===== config.mk =====
export PLATFORM = sky130hd
export DESIGN_NAME = dual_issue_top
export DESIGN_NICKNAME = d
export VERILOG_FILES = /design/src/dual_issue_pkg.sv /design/src/open_fifo4.sv /design/src/open_fifo8_2w2r.sv /design/src/issue_decode.sv /design/src/alu_execute.sv /design/src/result_retire.sv /design/src/dual_issue_top.sv
export SDC_FILE = /design/constraint.sdc
export NUM_CORES = 1
export LEC_CHECK = 0
export BUFFER_PORTS_ARGS = -buffer_cell sky130_fd_sc_hd__buf_4
export CORE_ASPECT_RATIO = 2
export CORE_MARGIN = 2
export CORE_UTILIZATION = 50
export CTS_CLUSTER_SIZE = 24
export DETAILED_ROUTE_END_ITERATION = 12
export GPL_TIMING_DRIVEN = 0
export PLACE_DENSITY = 0.75
export SETUP_SLACK_MARGIN = 0.5
export SLEW_MARGIN = 20
export SYNTH_ARGS = -nofsm -noshare
export SYNTH_HDL_FRONTEND = slang
export SYNTH_SLANG_ARGS = --single-unit

===== constraint.sdc =====
create_clock -name clk -period 4.67 [get_ports clk]
set_input_delay 0.467 -clock clk [delete_from_list [all_inputs] [get_ports clk]]
set_output_delay 0.467 -clock clk [all_outputs]
set_load 0.01 [all_outputs]

===== src/dual_issue_pkg.sv =====
`default_nettype none

package dual_issue_pkg;

  // Datapath widths
  localparam int INSTR_W         = 32;
  localparam int RES_W           = 16;
  localparam int SEQ_W           = 8;
  localparam int FIFO_DEPTH_LOG2 = 3;

  // Instruction field widths
  localparam int OP_W    = 4;
  localparam int OPND_W  = 14;
  localparam int SHAMT_W = 4;
  localparam int IMM_W   = 10;

  // Top opcode bit marks the immediate form
  localparam logic [OP_W-1:0] OP_ADD  = 4'h0;
  localparam logic [OP_W-1:0] OP_SUB  = 4'h1;
  localparam logic [OP_W-1:0] OP_AND  = 4'h2;
  localparam logic [OP_W-1:0] OP_XOR  = 4'h3;
  localparam logic [OP_W-1:0] OP_ADDI = 4'h8;
  localparam logic [OP_W-1:0] OP_SHLI = 4'h9;

  typedef struct packed {
    logic [OP_W-1:0]   op;
    logic [OPND_W-1:0] a;
    logic [OPND_W-1:0] b;
  } instr_r_s;

  typedef struct packed {
    logic [OP_W-1:0]    op;
    logic [OPND_W-1:0]  a;
    logic [SHAMT_W-1:0] shamt;
    logic [IMM_W-1:0]   imm;
  } instr_i_s;

  // Same word, register or immediate view
  typedef union packed {
    instr_r_s r;
    instr_i_s i;
  } instr_u;

endpackage

`default_nettype wire


===== src/open_fifo4.sv =====
`timescale 1ns/10ps
`default_nettype none

module open_fifo4 #(
  parameter int DWIDTH = 32
) (
  input  wire               clk,
  input  wire               rst_n,
  input  wire               push,
  input  wire               pop,
  input  wire  [DWIDTH-1:0] in_data,
  output logic [DWIDTH-1:0] out_data,
  output logic              full,
  output logic              empty,
  output logic              half_full,
  output logic [DWIDTH-1:0] d0,
  output logic [DWIDTH-1:0] d1,
  output logic [DWIDTH-1:0] d2,
  output logic [DWIDTH-1:0] d3,
  output logic [1:0]        nxt_rd_ptr,
  output logic [3:0]        d_valid
);

  logic [DWIDTH-1:0] mem [4];
  logic [1:0]        wr_ptr;
  logic [1:0]        rd_ptr;
  logic [2:0]        count;

  always_ff @(posedge clk or negedge rst_n) begin
    if (!rst_n) begin
      wr_ptr  <= '0;
      rd_ptr  <= '0;
      count   <= '0;
      d_valid <= '0;
    end else begin
      if (push) begin
        wr_ptr <= wr_ptr + 2'd1;
      end
      if (pop) begin
        rd_ptr <= rd_ptr + 2'd1;
      end
      count <= count + {2'b00, push} - {2'b00, pop};
      // Pop and push never hit the same slot in a legal cycle
      if (pop) begin
        d_valid[rd_ptr] <= 1'b0;
      end
      if (push) begin
        d_valid[wr_ptr] <= 1'b1;
      end
    end
  end

  always_ff @(posedge clk) begin
    if (push) begin
      mem[wr_ptr] <= in_data;
    end
  end

  // Head word straight off the flops
  assign out_data = mem[rd_ptr];

  assign full      = (count == 3'd4);
  assign empty     = (count == 3'd0);
  assign half_full = (count >= 3'd2);

  assign d0 = mem[0];
  assign d1 = mem[1];
  assign d2 = mem[2];
  assign d3 = mem[3];

  assign nxt_rd_ptr = rd_ptr;

  a_no_push_full: assert property (@(posedge clk) disable iff (!rst_n) !(push && full))
    else $error("open_fifo4: push while full");

  a_no_pop_empty: assert property (@(posedge clk) disable iff (!rst_n) !(pop && empty))
    else $error("open_fifo4: pop while empty");

endmodule

`default_nettype wire


===== src/open_fifo8_2w2r.sv =====
`timescale 1ns/10ps
`default_nettype none

module open_fifo8_2w2r
  import dual_issue_pkg::*;
#(
  parameter int DWIDTH = 32
) (
  input  wire                        clk,
  input  wire                        rst_n,
  input  wire                        push0,
  input  wire  [DWIDTH-1:0]          in_data0,
  input  wire                        push1,
  input  wire  [DWIDTH-1:0]          in_data1,
  input  wire                        pop0,
  input  wire                        pop1,
  output logic [DWIDTH-1:0]          out_data0,
  output logic [DWIDTH-1:0]          out_data1,
  output logic                       fifo_half_full,
  output logic                       fifo_full,
  output logic                       fifo_1left_to_full,
  output logic                       fifo_empty,
  output logic                       fifo_1left_to_empty,
  output logic [DWIDTH-1:0]          d0,
  output logic [DWIDTH-1:0]          d1,
  output logic [DWIDTH-1:0]          d2,
  output logic [DWIDTH-1:0]          d3,
  output logic [DWIDTH-1:0]          d4,
  output logic [DWIDTH-1:0]          d5,
  output logic [DWIDTH-1:0]          d6,
  output logic [DWIDTH-1:0]          d7,
  output logic [FIFO_DEPTH_LOG2-1:0] d_ptr,
  output logic [7:0]                 d_valid
);

  logic              push_swap;
  logic              pop_swap;
  logic              push_even;
  logic              push_odd;
  logic [DWIDTH-1:0] data_even;
  logic [DWIDTH-1:0] data_odd;
  logic              pop_even;
  logic              pop_odd;
  logic [DWIDTH-1:0] out_even;
  logic [DWIDTH-1:0] out_odd;
  logic              full_even;
  logic              full_odd;
  logic              empty_even;
  logic              empty_odd;
  logic              half_even;
  logic              half_odd;
  logic [1:0]        ptr_even;
  logic [1:0]        ptr_odd;
  logic [3:0]        valid_even;
  logic [3:0]        valid_odd;

  // A single push or pop flips which bank is next
  always_ff @(posedge clk or negedge rst_n) begin
    if (!rst_n) begin
      push_swap <= 1'b0;
      pop_swap  <= 1'b0;
    end else begin
      if (push0 && !push1) begin
        push_swap <= !push_swap;
      end
      if (pop0 && !pop1) begin
        pop_swap <= !pop_swap;
      end
    end
  end

  assign push_even = push_swap ? push1 : push0;
  assign push_odd  = push_swap ? push0 : push1;
  assign data_even = push_swap ? in_data1 : in_data0;
  assign data_odd  = push_swap ? in_data0 : in_data1;

  assign pop_even  = pop_swap ? pop1 : pop0;
  assign pop_odd   = pop_swap ? pop0 : pop1;
  assign out_data0 = pop_swap ? out_odd : out_even;
  assign out_data1 = pop_swap ? out_even : out_odd;

  // Banks never differ by more than one entry
  assign fifo_full           = full_even && full_odd;
  assign fifo_1left_to_full  = full_even ^ full_odd;
  assign fifo_half_full      = half_even && half_odd;
  assign fifo_empty          = empty_even && empty_odd;
  assign fifo_1left_to_empty = empty_even ^ empty_odd;

  assign d_ptr   = pop_swap ? {ptr_odd, 1'b1} : {ptr_even, 1'b0};
  assign d_valid = {valid_odd[3], valid_even[3], valid_odd[2], valid_even[2],
                    valid_odd[1], valid_even[1], valid_odd[0], valid_even[0]};

  // Even bank holds global entries 0, 2, 4, 6
  open_fifo4 #(.DWIDTH(DWIDTH)) fifo_even (
    .clk       (clk),
    .rst_n     (rst_n),
    .push      (push_even),
    .pop       (pop_even),
    .in_data   (data_even),
    .out_data  (out_even),
    .full      (full_even),
    .empty     (empty_even),
    .half_full (half_even),
    .d0        (d0),
    .d1        (d2),
    .d2        (d4),
    .d3        (d6),
    .nxt_rd_ptr(ptr_even),
    .d_valid   (valid_even)
  );

  open_fifo4 #(.DWIDTH(DWIDTH)) fifo_odd (
    .clk       (clk),
    .rst_n     (rst_n),
    .push      (push_odd),
    .pop       (pop_odd),
    .in_data   (data_odd),
    .out_data  (out_odd),
    .full      (full_odd),
    .empty     (empty_odd),
    .half_full (half_odd),
    .d0        (d1),
    .d1        (d3),
    .d2        (d5),
    .d3        (d7),
    .nxt_rd_ptr(ptr_odd),
    .d_valid   (valid_odd)
  );

  a_push_pair: assert property (@(posedge clk) disable iff (!rst_n) push1 |-> push0)
    else $error("open_fifo8_2w2r: push1 without push0");

endmodule

`default_nettype wire


===== src/issue_decode.sv =====
`timescale 1ns/10ps
`default_nettype none

module issue_decode
  import dual_issue_pkg::*;
(
  input  wire                 clk,
  input  wire                 rst_n,
  input  wire                 hold,
  input  wire                 fifo_empty,
  input  wire                 fifo_1left_to_empty,
  input  wire  [INSTR_W-1:0]  head0,
  input  wire  [INSTR_W-1:0]  head1,
  output logic                pop0,
  output logic                pop1,
  output logic                dec_valid0,
  output logic [OP_W-1:0]     dec_op0,
  output logic [OPND_W-1:0]   dec_a0,
  output logic [OPND_W-1:0]   dec_b0,
  output logic [IMM_W-1:0]    dec_imm0,
  output logic [SHAMT_W-1:0]  dec_shamt0,
  output logic                dec_valid1,
  output logic [OP_W-1:0]     dec_op1,
  output logic [OPND_W-1:0]   dec_a1,
  output logic [OPND_W-1:0]   dec_b1,
  output logic [IMM_W-1:0]    dec_imm1,
  output logic [SHAMT_W-1:0]  dec_shamt1
);

  instr_u             head_w [2];
  logic [1:0]         fire;
  logic [1:0]         valid_q;
  logic [OP_W-1:0]    op_q    [2];
  logic [OPND_W-1:0]  a_q     [2];
  logic [OPND_W-1:0]  b_q     [2];
  logic [IMM_W-1:0]   imm_q   [2];
  logic [SHAMT_W-1:0] shamt_q [2];

  // Two when two or more present, one when exactly one
  assign pop0 = !hold && !fifo_empty;
  assign pop1 = pop0 && !fifo_1left_to_empty;

  assign fire      = {pop1, pop0};
  assign head_w[0] = head0;
  assign head_w[1] = head1;

  always_ff @(posedge clk or negedge rst_n) begin
    if (!rst_n) begin
      valid_q <= '0;
    end else begin
      valid_q <= fire;
    end
  end

  always_ff @(posedge clk) begin
    for (int l = 0; l < 2; l++) begin
      if (fire[l]) begin
        op_q[l] <= head_w[l].r.op;
        a_q[l]  <= head_w[l].r.a;
        if (head_w[l].r.op[OP_W-1]) begin
          b_q[l]     <= '0;
          imm_q[l]   <= head_w[l].i.imm;
          shamt_q[l] <= head_w[l].i.shamt;
        end else begin
          b_q[l]     <= head_w[l].r.b;
          imm_q[l]   <= '0;
          shamt_q[l] <= '0;
        end
      end
    end
  end

  // Lane 0 is always the older word
  assign dec_valid0 = valid_q[0];
  assign dec_op0    = op_q[0];
  assign dec_a0     = a_q[0];
  assign dec_b0     = b_q[0];
  assign dec_imm0   = imm_q[0];
  assign dec_shamt0 = shamt_q[0];
  assign dec_valid1 = valid_q[1];
  assign dec_op1    = op_q[1];
  assign dec_a1     = a_q[1];
  assign dec_b1     = b_q[1];
  assign dec_imm1   = imm_q[1];
  assign dec_shamt1 = shamt_q[1];

  a_flags_exclusive: assert property (@(posedge clk) disable iff (!rst_n)
    !(fifo_empty && fifo_1left_to_empty))
    else $error("issue_decode: FIFO empty and one-left flags both set");

endmodule

`default_nettype wire


===== src/alu_execute.sv =====
`timescale 1ns/10ps
`default_nettype none

module alu_execute
  import dual_issue_pkg::*;
(
  input  wire                 clk,
  input  wire                 rst_n,
  input  wire                 dec_valid0,
  input  wire  [OP_W-1:0]     dec_op0,
  input  wire  [OPND_W-1:0]   dec_a0,
  input  wire  [OPND_W-1:0]   dec_b0,
  input  wire  [IMM_W-1:0]    dec_imm0,
  input  wire  [SHAMT_W-1:0]  dec_shamt0,
  input  wire                 dec_valid1,
  input  wire  [OP_W-1:0]     dec_op1,
  input  wire  [OPND_W-1:0]   dec_a1,
  input  wire  [OPND_W-1:0]   dec_b1,
  input  wire  [IMM_W-1:0]    dec_imm1,
  input  wire  [SHAMT_W-1:0]  dec_shamt1,
  output logic                res_valid0,
  output logic [RES_W-1:0]    res_data0,
  output logic                res_valid1,
  output logic [RES_W-1:0]    res_data1
);

  // Register ops work at operand width, then zero-extend
  function automatic logic [RES_W-1:0] alu_op(
    input logic [OP_W-1:0]    op,
    input logic [OPND_W-1:0]  a,
    input logic [OPND_W-1:0]  b,
    input logic [IMM_W-1:0]   imm,
    input logic [SHAMT_W-1:0] shamt
  );
    logic [OPND_W-1:0] r;
    logic [RES_W-1:0]  sum;
    r   = '0;
    sum = RES_W'(a) + RES_W'(imm);
    case (op)
      OP_ADD:  r = a + b;
      OP_SUB:  r = a - b;
      OP_AND:  r = a & b;
      OP_XOR:  r = a ^ b;
      default: r = '0;
    endcase
    case (op)
      OP_ADDI: alu_op = sum;
      OP_SHLI: alu_op = sum << shamt;
      default: alu_op = RES_W'(r);
    endcase
  endfunction

  always_ff @(posedge clk or negedge rst_n) begin
    if (!rst_n) begin
      res_valid0 <= 1'b0;
      res_valid1 <= 1'b0;
    end else begin
      res_valid0 <= dec_valid0;
      res_valid1 <= dec_valid1;
    end
  end

  always_ff @(posedge clk) begin
    res_data0 <= alu_op(dec_op0, dec_a0, dec_b0, dec_imm0, dec_shamt0);
    res_data1 <= alu_op(dec_op1, dec_a1, dec_b1, dec_imm1, dec_shamt1);
  end

endmodule

`default_nettype wire


===== src/result_retire.sv =====
`timescale 1ns/10ps
`default_nettype none

module result_retire
  import dual_issue_pkg::*;
(
  input  wire               clk,
  input  wire               rst_n,
  input  wire               res_valid0,
  input  wire  [RES_W-1:0]  res_data0,
  input  wire               res_valid1,
  input  wire  [RES_W-1:0]  res_data1,
  output logic              ret_valid0,
  output logic [RES_W-1:0]  ret_data0,
  output logic [SEQ_W-1:0]  ret_seq0,
  output logic              ret_valid1,
  output logic [RES_W-1:0]  ret_data1,
  output logic [SEQ_W-1:0]  ret_seq1
);

  logic [SEQ_W-1:0] seq;

  // Wraps at 256, lane 1 never valid alone
  always_ff @(posedge clk or negedge rst_n) begin
    if (!rst_n) begin
      seq        <= '0;
      ret_valid0 <= 1'b0;
      ret_valid1 <= 1'b0;
    end else begin
      seq        <= seq + SEQ_W'(res_valid0) + SEQ_W'(res_valid1);
      ret_valid0 <= res_valid0;
      ret_valid1 <= res_valid1;
    end
  end

  always_ff @(posedge clk) begin
    ret_data0 <= res_data0;
    ret_data1 <= res_data1;
    ret_seq0  <= seq;
    ret_seq1  <= seq + SEQ_W'(1);
  end

  a_res_order: assert property (@(posedge clk) disable iff (!rst_n) res_valid1 |-> res_valid0)
    else $error("result_retire: lane 1 result without lane 0");

endmodule

`default_nettype wire


===== src/dual_issue_top.sv =====
`timescale 1ns/10ps
`default_nettype none

module dual_issue_top
  import dual_issue_pkg::*;
(
  input  wire                        clk,
  input  wire                        rst_n,
  input  wire                        push0,
  input  wire  [INSTR_W-1:0]         in_data0,
  input  wire                        push1,
  input  wire  [INSTR_W-1:0]         in_data1,
  input  wire                        hold,
  output logic                       q_full,
  output logic                       q_1left_to_full,
  output logic                       q_half_full,
  output logic                       q_empty,
  output logic [INSTR_W-1:0]         q_entry0,
  output logic [INSTR_W-1:0]         q_entry1,
  output logic [INSTR_W-1:0]         q_entry2,
  output logic [INSTR_W-1:0]         q_entry3,
  output logic [INSTR_W-1:0]         q_entry4,
  output logic [INSTR_W-1:0]         q_entry5,
  output logic [INSTR_W-1:0]         q_entry6,
  output logic [INSTR_W-1:0]         q_entry7,
  output logic [FIFO_DEPTH_LOG2-1:0] q_head_ptr,
  output logic [7:0]                 q_valid,
  output logic                       ret_valid0,
  output logic [RES_W-1:0]           ret_data0,
  output logic [SEQ_W-1:0]           ret_seq0,
  output logic                       ret_valid1,
  output logic [RES_W-1:0]           ret_data1,
  output logic [SEQ_W-1:0]           ret_seq1
);

  logic [INSTR_W-1:0] head0;
  logic [INSTR_W-1:0] head1;
  logic               pop0;
  logic               pop1;
  logic               one_left;
  logic               dec_valid0;
  logic [OP_W-1:0]    dec_op0;
  logic [OPND_W-1:0]  dec_a0;
  logic [OPND_W-1:0]  dec_b0;
  logic [IMM_W-1:0]   dec_imm0;
  logic [SHAMT_W-1:0] dec_shamt0;
  logic               dec_valid1;
  logic [OP_W-1:0]    dec_op1;
  logic [OPND_W-1:0]  dec_a1;
  logic [OPND_W-1:0]  dec_b1;
  logic [IMM_W-1:0]   dec_imm1;
  logic [SHAMT_W-1:0] dec_shamt1;
  logic               res_valid0;
  logic [RES_W-1:0]   res_data0;
  logic               res_valid1;
  logic [RES_W-1:0]   res_data1;

  open_fifo8_2w2r #(.DWIDTH(INSTR_W)) i_fifo (
    .clk(clk), .rst_n(rst_n),
    .push0(push0), .in_data0(in_data0), .push1(push1), .in_data1(in_data1),
    .pop0(pop0), .pop1(pop1), .out_data0(head0), .out_data1(head1),
    .fifo_half_full(q_half_full), .fifo_full(q_full),
    .fifo_1left_to_full(q_1left_to_full), .fifo_empty(q_empty),
    .fifo_1left_to_empty(one_left),
    .d0(q_entry0), .d1(q_entry1), .d2(q_entry2), .d3(q_entry3),
    .d4(q_entry4), .d5(q_entry5), .d6(q_entry6), .d7(q_entry7),
    .d_ptr(q_head_ptr), .d_valid(q_valid)
  );

  // Three register stages from pop to retire
  issue_decode i_decode (
    .clk(clk), .rst_n(rst_n), .hold(hold),
    .fifo_empty(q_empty), .fifo_1left_to_empty(one_left),
    .head0(head0), .head1(head1), .pop0(pop0), .pop1(pop1),
    .dec_valid0(dec_valid0), .dec_op0(dec_op0), .dec_a0(dec_a0), .dec_b0(dec_b0),
    .dec_imm0(dec_imm0), .dec_shamt0(dec_shamt0),
    .dec_valid1(dec_valid1), .dec_op1(dec_op1), .dec_a1(dec_a1), .dec_b1(dec_b1),
    .dec_imm1(dec_imm1), .dec_shamt1(dec_shamt1)
  );

  alu_execute i_alu (
    .clk(clk), .rst_n(rst_n),
    .dec_valid0(dec_valid0), .dec_op0(dec_op0), .dec_a0(dec_a0), .dec_b0(dec_b0),
    .dec_imm0(dec_imm0), .dec_shamt0(dec_shamt0),
    .dec_valid1(dec_valid1), .dec_op1(dec_op1), .dec_a1(dec_a1), .dec_b1(dec_b1),
    .dec_imm1(dec_imm1), .dec_shamt1(dec_shamt1),
    .res_valid0(res_valid0), .res_data0(res_data0),
    .res_valid1(res_valid1), .res_data1(res_data1)
  );

  result_retire i_retire (
    .clk(clk), .rst_n(rst_n),
    .res_valid0(res_valid0), .res_data0(res_data0),
    .res_valid1(res_valid1), .res_data1(res_data1),
    .ret_valid0(ret_valid0), .ret_data0(ret_data0), .ret_seq0(ret_seq0),
    .ret_valid1(ret_valid1), .ret_data1(ret_data1), .ret_seq1(ret_seq1)
  );

endmodule

`default_nettype wire


-- Word level (Yosys, flattened, before mapping)
Memory sizes are Yosys's and may differ from the RTL's.
Index checks and enable logic that the tools add are counted.
- input port bits: 69
- memory bits (writable): 348
- logic and storage cells: 161
- memories kept: 7
- register bits: 118
- memories (name ; depth ; bits a word ; read ports ; clocked after memory_dff ; write ports ; RTL line ; text):
    i_fifo.fifo_even.mem ; 4 ; 32 ; 5 ; 0 ; 1 ; open_fifo4.sv:24 ; logic [DWIDTH-1:0] mem [4];
    i_fifo.fifo_odd.mem ; 4 ; 32 ; 5 ; 0 ; 1 ; open_fifo4.sv:24 ;
    i_decode.a_q ; 2 ; 14 ; 2 ; 0 ; 2 ; issue_decode.sv:34 ; logic [OPND_W-1:0] a_q [2];
    i_decode.b_q ; 2 ; 14 ; 2 ; 0 ; 2 ; issue_decode.sv:35 ; logic [OPND_W-1:0] b_q [2];
    i_decode.imm_q ; 2 ; 10 ; 2 ; 0 ; 2 ; issue_decode.sv:36 ; logic [IMM_W-1:0] imm_q [2];
    i_decode.op_q ; 2 ; 4 ; 2 ; 0 ; 2 ; issue_decode.sv:33 ; logic [OP_W-1:0] op_q [2];
    +1 memories ; n/a ; n/a ; n/a ; n/a ; n/a ; n/a ;
- bitwise operators: 18
- $lt $le $gt $ge: 10
- mux-type cells: 51
- shift operators: 2
- equality and inequality tests: 12
- reductions and logical operators: 22
- add/sub/neg operators: 17
- operators with widths (kind ; count):
    $mux W32 ; 4
    $pmux W14 S4 ; 2
    $pmux W16 S2 ; 2
    $shl A16 B4 Y16 ; 2
    $add A14 B10 Y15 ; 2
    $add A14 B14 Y14 ; 2
    $and A14 B14 Y14 ; 2
    $mux W1 ; 28
    $mux W14 ; 2
    $sub A14 B14 Y14 ; 2
    $xor A14 B14 Y14 ; 2
    $mux W4 ; 6
    $mux W10 ; 2
    $add A8 B1 Y8 ; 2
    $eq A4 B2 Y1 const B ; 4
    $eq A4 B4 Y1 const B ; 4
    $lt A2 B3 Y1 const B ; 4
    $logic_and A1 B1 Y1 ; 11
    $add A2 B1 Y2 const B ; 4
    $add A8 B1 Y8 const B ; 1
    $and A4 B4 Y4 ; 2
    $demux W1 S2 ; 4
    $eq A4 B1 Y1 const B ; 2
    $ge A2 B1 Y1 const B ; 4
    other kinds (12) ; 32

-- Longest topological paths before layout
- depth after elaboration: 9
- depth in mapped cells: 15

-- Hierarchy
A second synthesis with hierarchy kept.
- cell total of the unflattened synthesis: 1705
- area total of the unflattened synthesis: 23387.4 µm²
- by module, submodules not included (module ; cells an instance ; area each (µm²) ; times used ; seq. area each (µm²)):
    alu_execute ; 813 ; 6277.3 ; 1 ; 690.7
    open_fifo4 at i_fifo.fifo_even ; 223 ; 5271.3 ; 1 ; 4119.0
    open_fifo4 at i_fifo.fifo_odd ; 222 ; 5267.6 ; 1 ; 4119.0
    issue_decode ; 196 ; 3333.2 ; 1 ; 2672.6
    open_fifo8_2w2r ; 159 ; 1784.2 ; 1 ; 50.0
    result_retire ; 92 ; 1453.9 ; 1 ; 1211.2

-- Least setup slack after synthesis
No wires, ideal clock.
- kind: reg2reg
- start point: register i_fifo.fifo_even.count[1]
- end point: register i_fifo.fifo_odd.count[2]
- arrival: 4.432 ns
- library setup time: 0.122 ns
- clock period less this slack: 4.553 ns
- buffers on the path: 0
- slack: 0.117 ns
- stages on the path, launching flop included: 11
- path through: dfrtp_1 nor3_1 ha_1 nor2_1 a21boi_1 ha_1 inv_1 ha_1 inv_1 fa_1 xor2_1
- longest elaborated chain between the ends: 7
- elaborated cells on any way between the ends: 9
- those cells by class: 1 x add/sub; 1 x mux; 1 x bitwise; 6 x reduce/logical
- ends and longest elaborated chain (element ; RTL line ; text):
    start, declared ; open_fifo4.sv:27 ; logic [2:0] count;
    start signal, assigned ; open_fifo4.sv:42 ; count <= count + {2'b00, push} - {2'b00, pop};
    $logic_not A3 Y1 * ; open_fifo4.sv:63 ; assign empty = (count == 3'd0);
    $logic_and A1 B1 Y1 * ; open_fifo8_2w2r.sv:86 ; assign fifo_empty = empty_even && empty_odd;
    net q_empty ; dual_issue_top.sv:17 ; output logic q_empty,
    $logic_not A1 Y1 * ; issue_decode.sv:40 ; assign pop0 = !hold && !fifo_empty;
    $logic_and A1 B1 Y1 * ; issue_decode.sv:40 ;
    net i_decode.pop0 ; issue_decode.sv:14 ; output logic pop0,
    $logic_and A1 B1 Y1 ; issue_decode.sv:41 ; assign pop1 = pop0 && !fifo_1left_to_empty;
    $mux W1 * ; open_fifo8_2w2r.sv:78 ; assign pop_odd = pop_swap ? pop0 : pop1;
    $sub A3 B1 Y3 * ; open_fifo4.sv:42 ;
    end signal, assigned ; open_fifo4.sv:42 ;
    end, declared ; open_fifo4.sv:27 ;
The timed path passes the listed nets; every way through them passes the cells marked *.
A chain may end at the register's enable or synchronous reset.

==> impl_metrics.yaml <==
run_status:
  status: "completed"
clocking:
  cts_tree: "done"
  worst_skew_pair.late_latency_ns: 0.58
  cts.path.max_buffers: 3
  clockRootBuffer: "clkbuf_16"
  clkTransAtPathRegs_ns: 0.07
  cts_max_level: 2
  clock_sinks: 466
  numCtsBuffers: 41
timing:
  setup_viol: 0
  fin_skew_ns: 0.0196
  setup_ws_ns: 0.812
  slew_headroom_pct: 20.6
  hold_viol: 0
  rsz0062_at_grt: "false"
  worst_pin_slew_ns: 1.19
  fmax_mhz: 259
  finalCritPeriodShare_pct: 82.6
  fin_crit_ns: 3.86
  slew_viol_final: 0
grt:
  grt_max_degree: 39
  grt_pass1_vias: 18200
  grt_use_total_pct: 33.5
  grt_pass1_wl_um: 116000
  antenna_found_initial: 0
  gr-total-overflow: 0
yosys:
  muxShareOfSynthArea_pct: 12.8
  synth_common_cells: "edfxtp_1 (334), nand2_1 (208), nor2_1 (114)"
  synth-compound-area-share_pct: 10.3
  synth_area_leaders: "edfxtp_1 (44%), dfxtp_1 (8.2%), mux4_2 (6.8%)"
  yosysMostFrequentCell: "edfxtp_1"
  syn_nets: 1989
  synth.distinct_cells: 79
  synthAdderAreaFrac_pct: 6.16
  synth.top_cell.area_share_pct: 43.6
  syn_area_per_cell_sq_um: 12.7
  synth_top_family_by_area: "multiplexers"
  synth_area_sq_mm: 0.0230
  synthSimpleGateAreaFrac_pct: 9.39
  synth-seq-cells: 466
  async_flop_share_pct: 8.15
  ys.flop_type: "edfxtp_1"
  synth-xor-area-share_pct: 2.97
  synth_warnings: 0
  netlist_instances: 1811
  yosysTopAreaCell: "edfxtp_1"
  synth_edf_count: 334
  yosysSeqAreaShare_pct: 55.9
place:
  dpl_cell_area_sq_mm: 0.0269
  dp_cells: 2774
  gp_congestion: 1.01
  dp_hpwl_um: 65000
  place_ws_ns: 0.275
  io_buffer_count: 389
job:
  maxCapViolCount: 0
cells_and_area:
  stdcell_area_sq_mm: 0.0283
  layout-drive-gt1-share_pct: 28.7
  final_util_pct: 61.9
  layout.nets: 2433
  n_fill_cell: 3438
  area_growth_pct: 23.0
  fin_cells: 2852
  antennaDiodeCount: 0
min_path:
  hold_class: "in -> reg"
floorplanning:
  die_w_um: 156
  start_util_pct: 50.3
  die-height_um: 307
  core_sq_mm: 0.0457
  pin_count: 390
  die-area_sq_mm: 0.0478
  rows: 111
setup_path:
  crit_fanout: 10
  end_kind: "register"
  path_class: "reg -> reg"
  cp_data_arrival_time_ns: 4.30
  cp.required_ns: 5.11
  worstSetupStartpointType: "register"
detailed_routing:
  first_pass_iters: 7
  drc: 0
  drtAntennaViolNets: 0
  vias: 17500
  drt-vias-per-instance: 6.12
  wl_per_cell_um: 28.3
  drt_wl_total_um: 80600
  drt-initial-drc-count: 1295
pwr:
  powerDensity_mw_per_mm2: 873
  power_leakage_nw: 11.4
  p_total_mw: 24.7
  ir_drop_uv: 565
## cells in the final DEF (no fill, tap or decap), types with 8 or more instances in the layout
cell and instances:
or3_1 11, o211ai_1 18, dfrtp_1 38, mux4_2 69
nand3_1 23, a31oi_1 10, buf_1 11, inv_1 60
clkbuf_1 78, mux2i_1 51, a211oi_1 14, nand2_1 208
xor2_1 18, o31ai_1 23, a21oi_1 50, dfxtp_1 94
a222oi_1 9, o21ai_0 63, clkbuf_16 42, mux2_2 78
a21o_1 20, nand2b_1 19, nor2_1 113, o21a_1 20
or2_2 9, edfxtp_1 334, nor3_1 30, nor2b_1 13
and3_1 12, o221ai_1 8, and2_2 9, buf_4 392
xnor2_1 60, ha_1 102, a221oi_1 14, nor4_1 8
## final cells by class
| type | count | area (sq um) | share of cell area [%] |
|---|---|---|---|
| Tap cell | 565 | 707 | 2.50 |
| Clock buffer | 61 | 1170 | 4.13 |
| Clock inverter | 14 | 185 | 0.655 |
| Buffer | 85 | 342 | 1.21 |
| Sequential cell | 466 | 12900 | 45.5 |
| Multi-Input combinational cell | 1196 | 9600 | 34.0 |
| Timing Repair Buffer | 401 | 3170 | 11.2 |
| Inverter | 64 | 240 | 0.850 |
## per-stage QoR
stage | hold slack, ns | setup TNS (ns)
finish | 0.201 | 0
CTS | 0.183 | 0
detailed placement | 0.312 | 0
floorplan | 0.171 | 0
global placement | 0.310 | -0.103
global route | 0.219 | 0
## where the power goes
part	internal, mW	switching, mW	leakage [nW]
registers	6.30	1.05	4.35
clock network	1.97	1.54	0.665
logic	5.41	8.41	6.34
## flip-flops by register name (all words and copies together) (netlist names), 3 cells and up
register                  count
i_fifo.fifo_even.mem        128
i_fifo.fifo_odd.mem         128
i_decode.a_q                 28
i_decode.b_q                 28
i_decode.imm_q               20
i_alu.res_data0              16
i_alu.res_data1              16
i_retire.ret_data0           16
i_retire.ret_data1           16
i_decode.op_q                 8
i_decode.shamt_q              8
i_retire.ret_seq0             8
i_retire.ret_seq1             8
i_retire.seq                  8
i_fifo.fifo_even.d_valid      4
i_fifo.fifo_odd.d_valid       4
i_fifo.fifo_even.count        3
i_fifo.fifo_odd.count         3
## kinds of logic after synthesis
group / Yosys count
AOI/OAI and AO/OA: 329
buffers and inverters: 149
muxes: 198
DFF: 466
xor gates and xnor gates: 78
adders and majority gates: 109
and+or+nand+nor: 482
## layer usage
layer	routed length (um)	global-route usage, %
met5	0	0
met4	7330	25.1
met3	5860	7.71
met2	43300	62.5
met1	24100	30.7
## worst paths after layout
path / from / end / slack [ns] / cells past startpoint
hold reg to reg: i_alu.res_data1[10] / i_retire.ret_data1[10] / 0.32 / 0
setup reg to reg: i_decode.op_q[0][1] / i_alu.res_data0[12] / 0.81 / 15
setup / recovery: i_decode.op_q[0][1] / i_alu.res_data0[12] / 0.81 / 15
hold / removal: push0 / i_fifo.push_swap / 0.20 / 3
max in group asynchronous: rst_n / i_fifo.fifo_odd.d_valid[2] / 3.82 / 2
min in group asynchronous: rst_n / i_retire.ret_valid0 / 0.46 / 2
## repair_timing
item	4_1_cts	5_1_grt
endpoints found under the setup margin	4	4
pin swaps	0	1
hold endpoints to repair	38	0
hold buffers	1	0
buffers inserted	0	2
gates resized for setup	3	3
## critical path, cell delays in order (launching register included)
cell and delay [ns]:
edfxtp_1 0.46, nor3_2 0.29, clkbuf_4 0.31, and2_0 0.15
clkbuf_1 0.24, nor2_1 0.11, xnor2_1 0.14, ha_1 0.32
nand2b_1 0.14, a21oi_1 0.15, o31a_1 0.28, or2_2 0.30
a31oi_1 0.29, o21ai_0 0.21, mux2i_1 0.22, nand3_1 0.12
(Power assumes the default switching activity.)
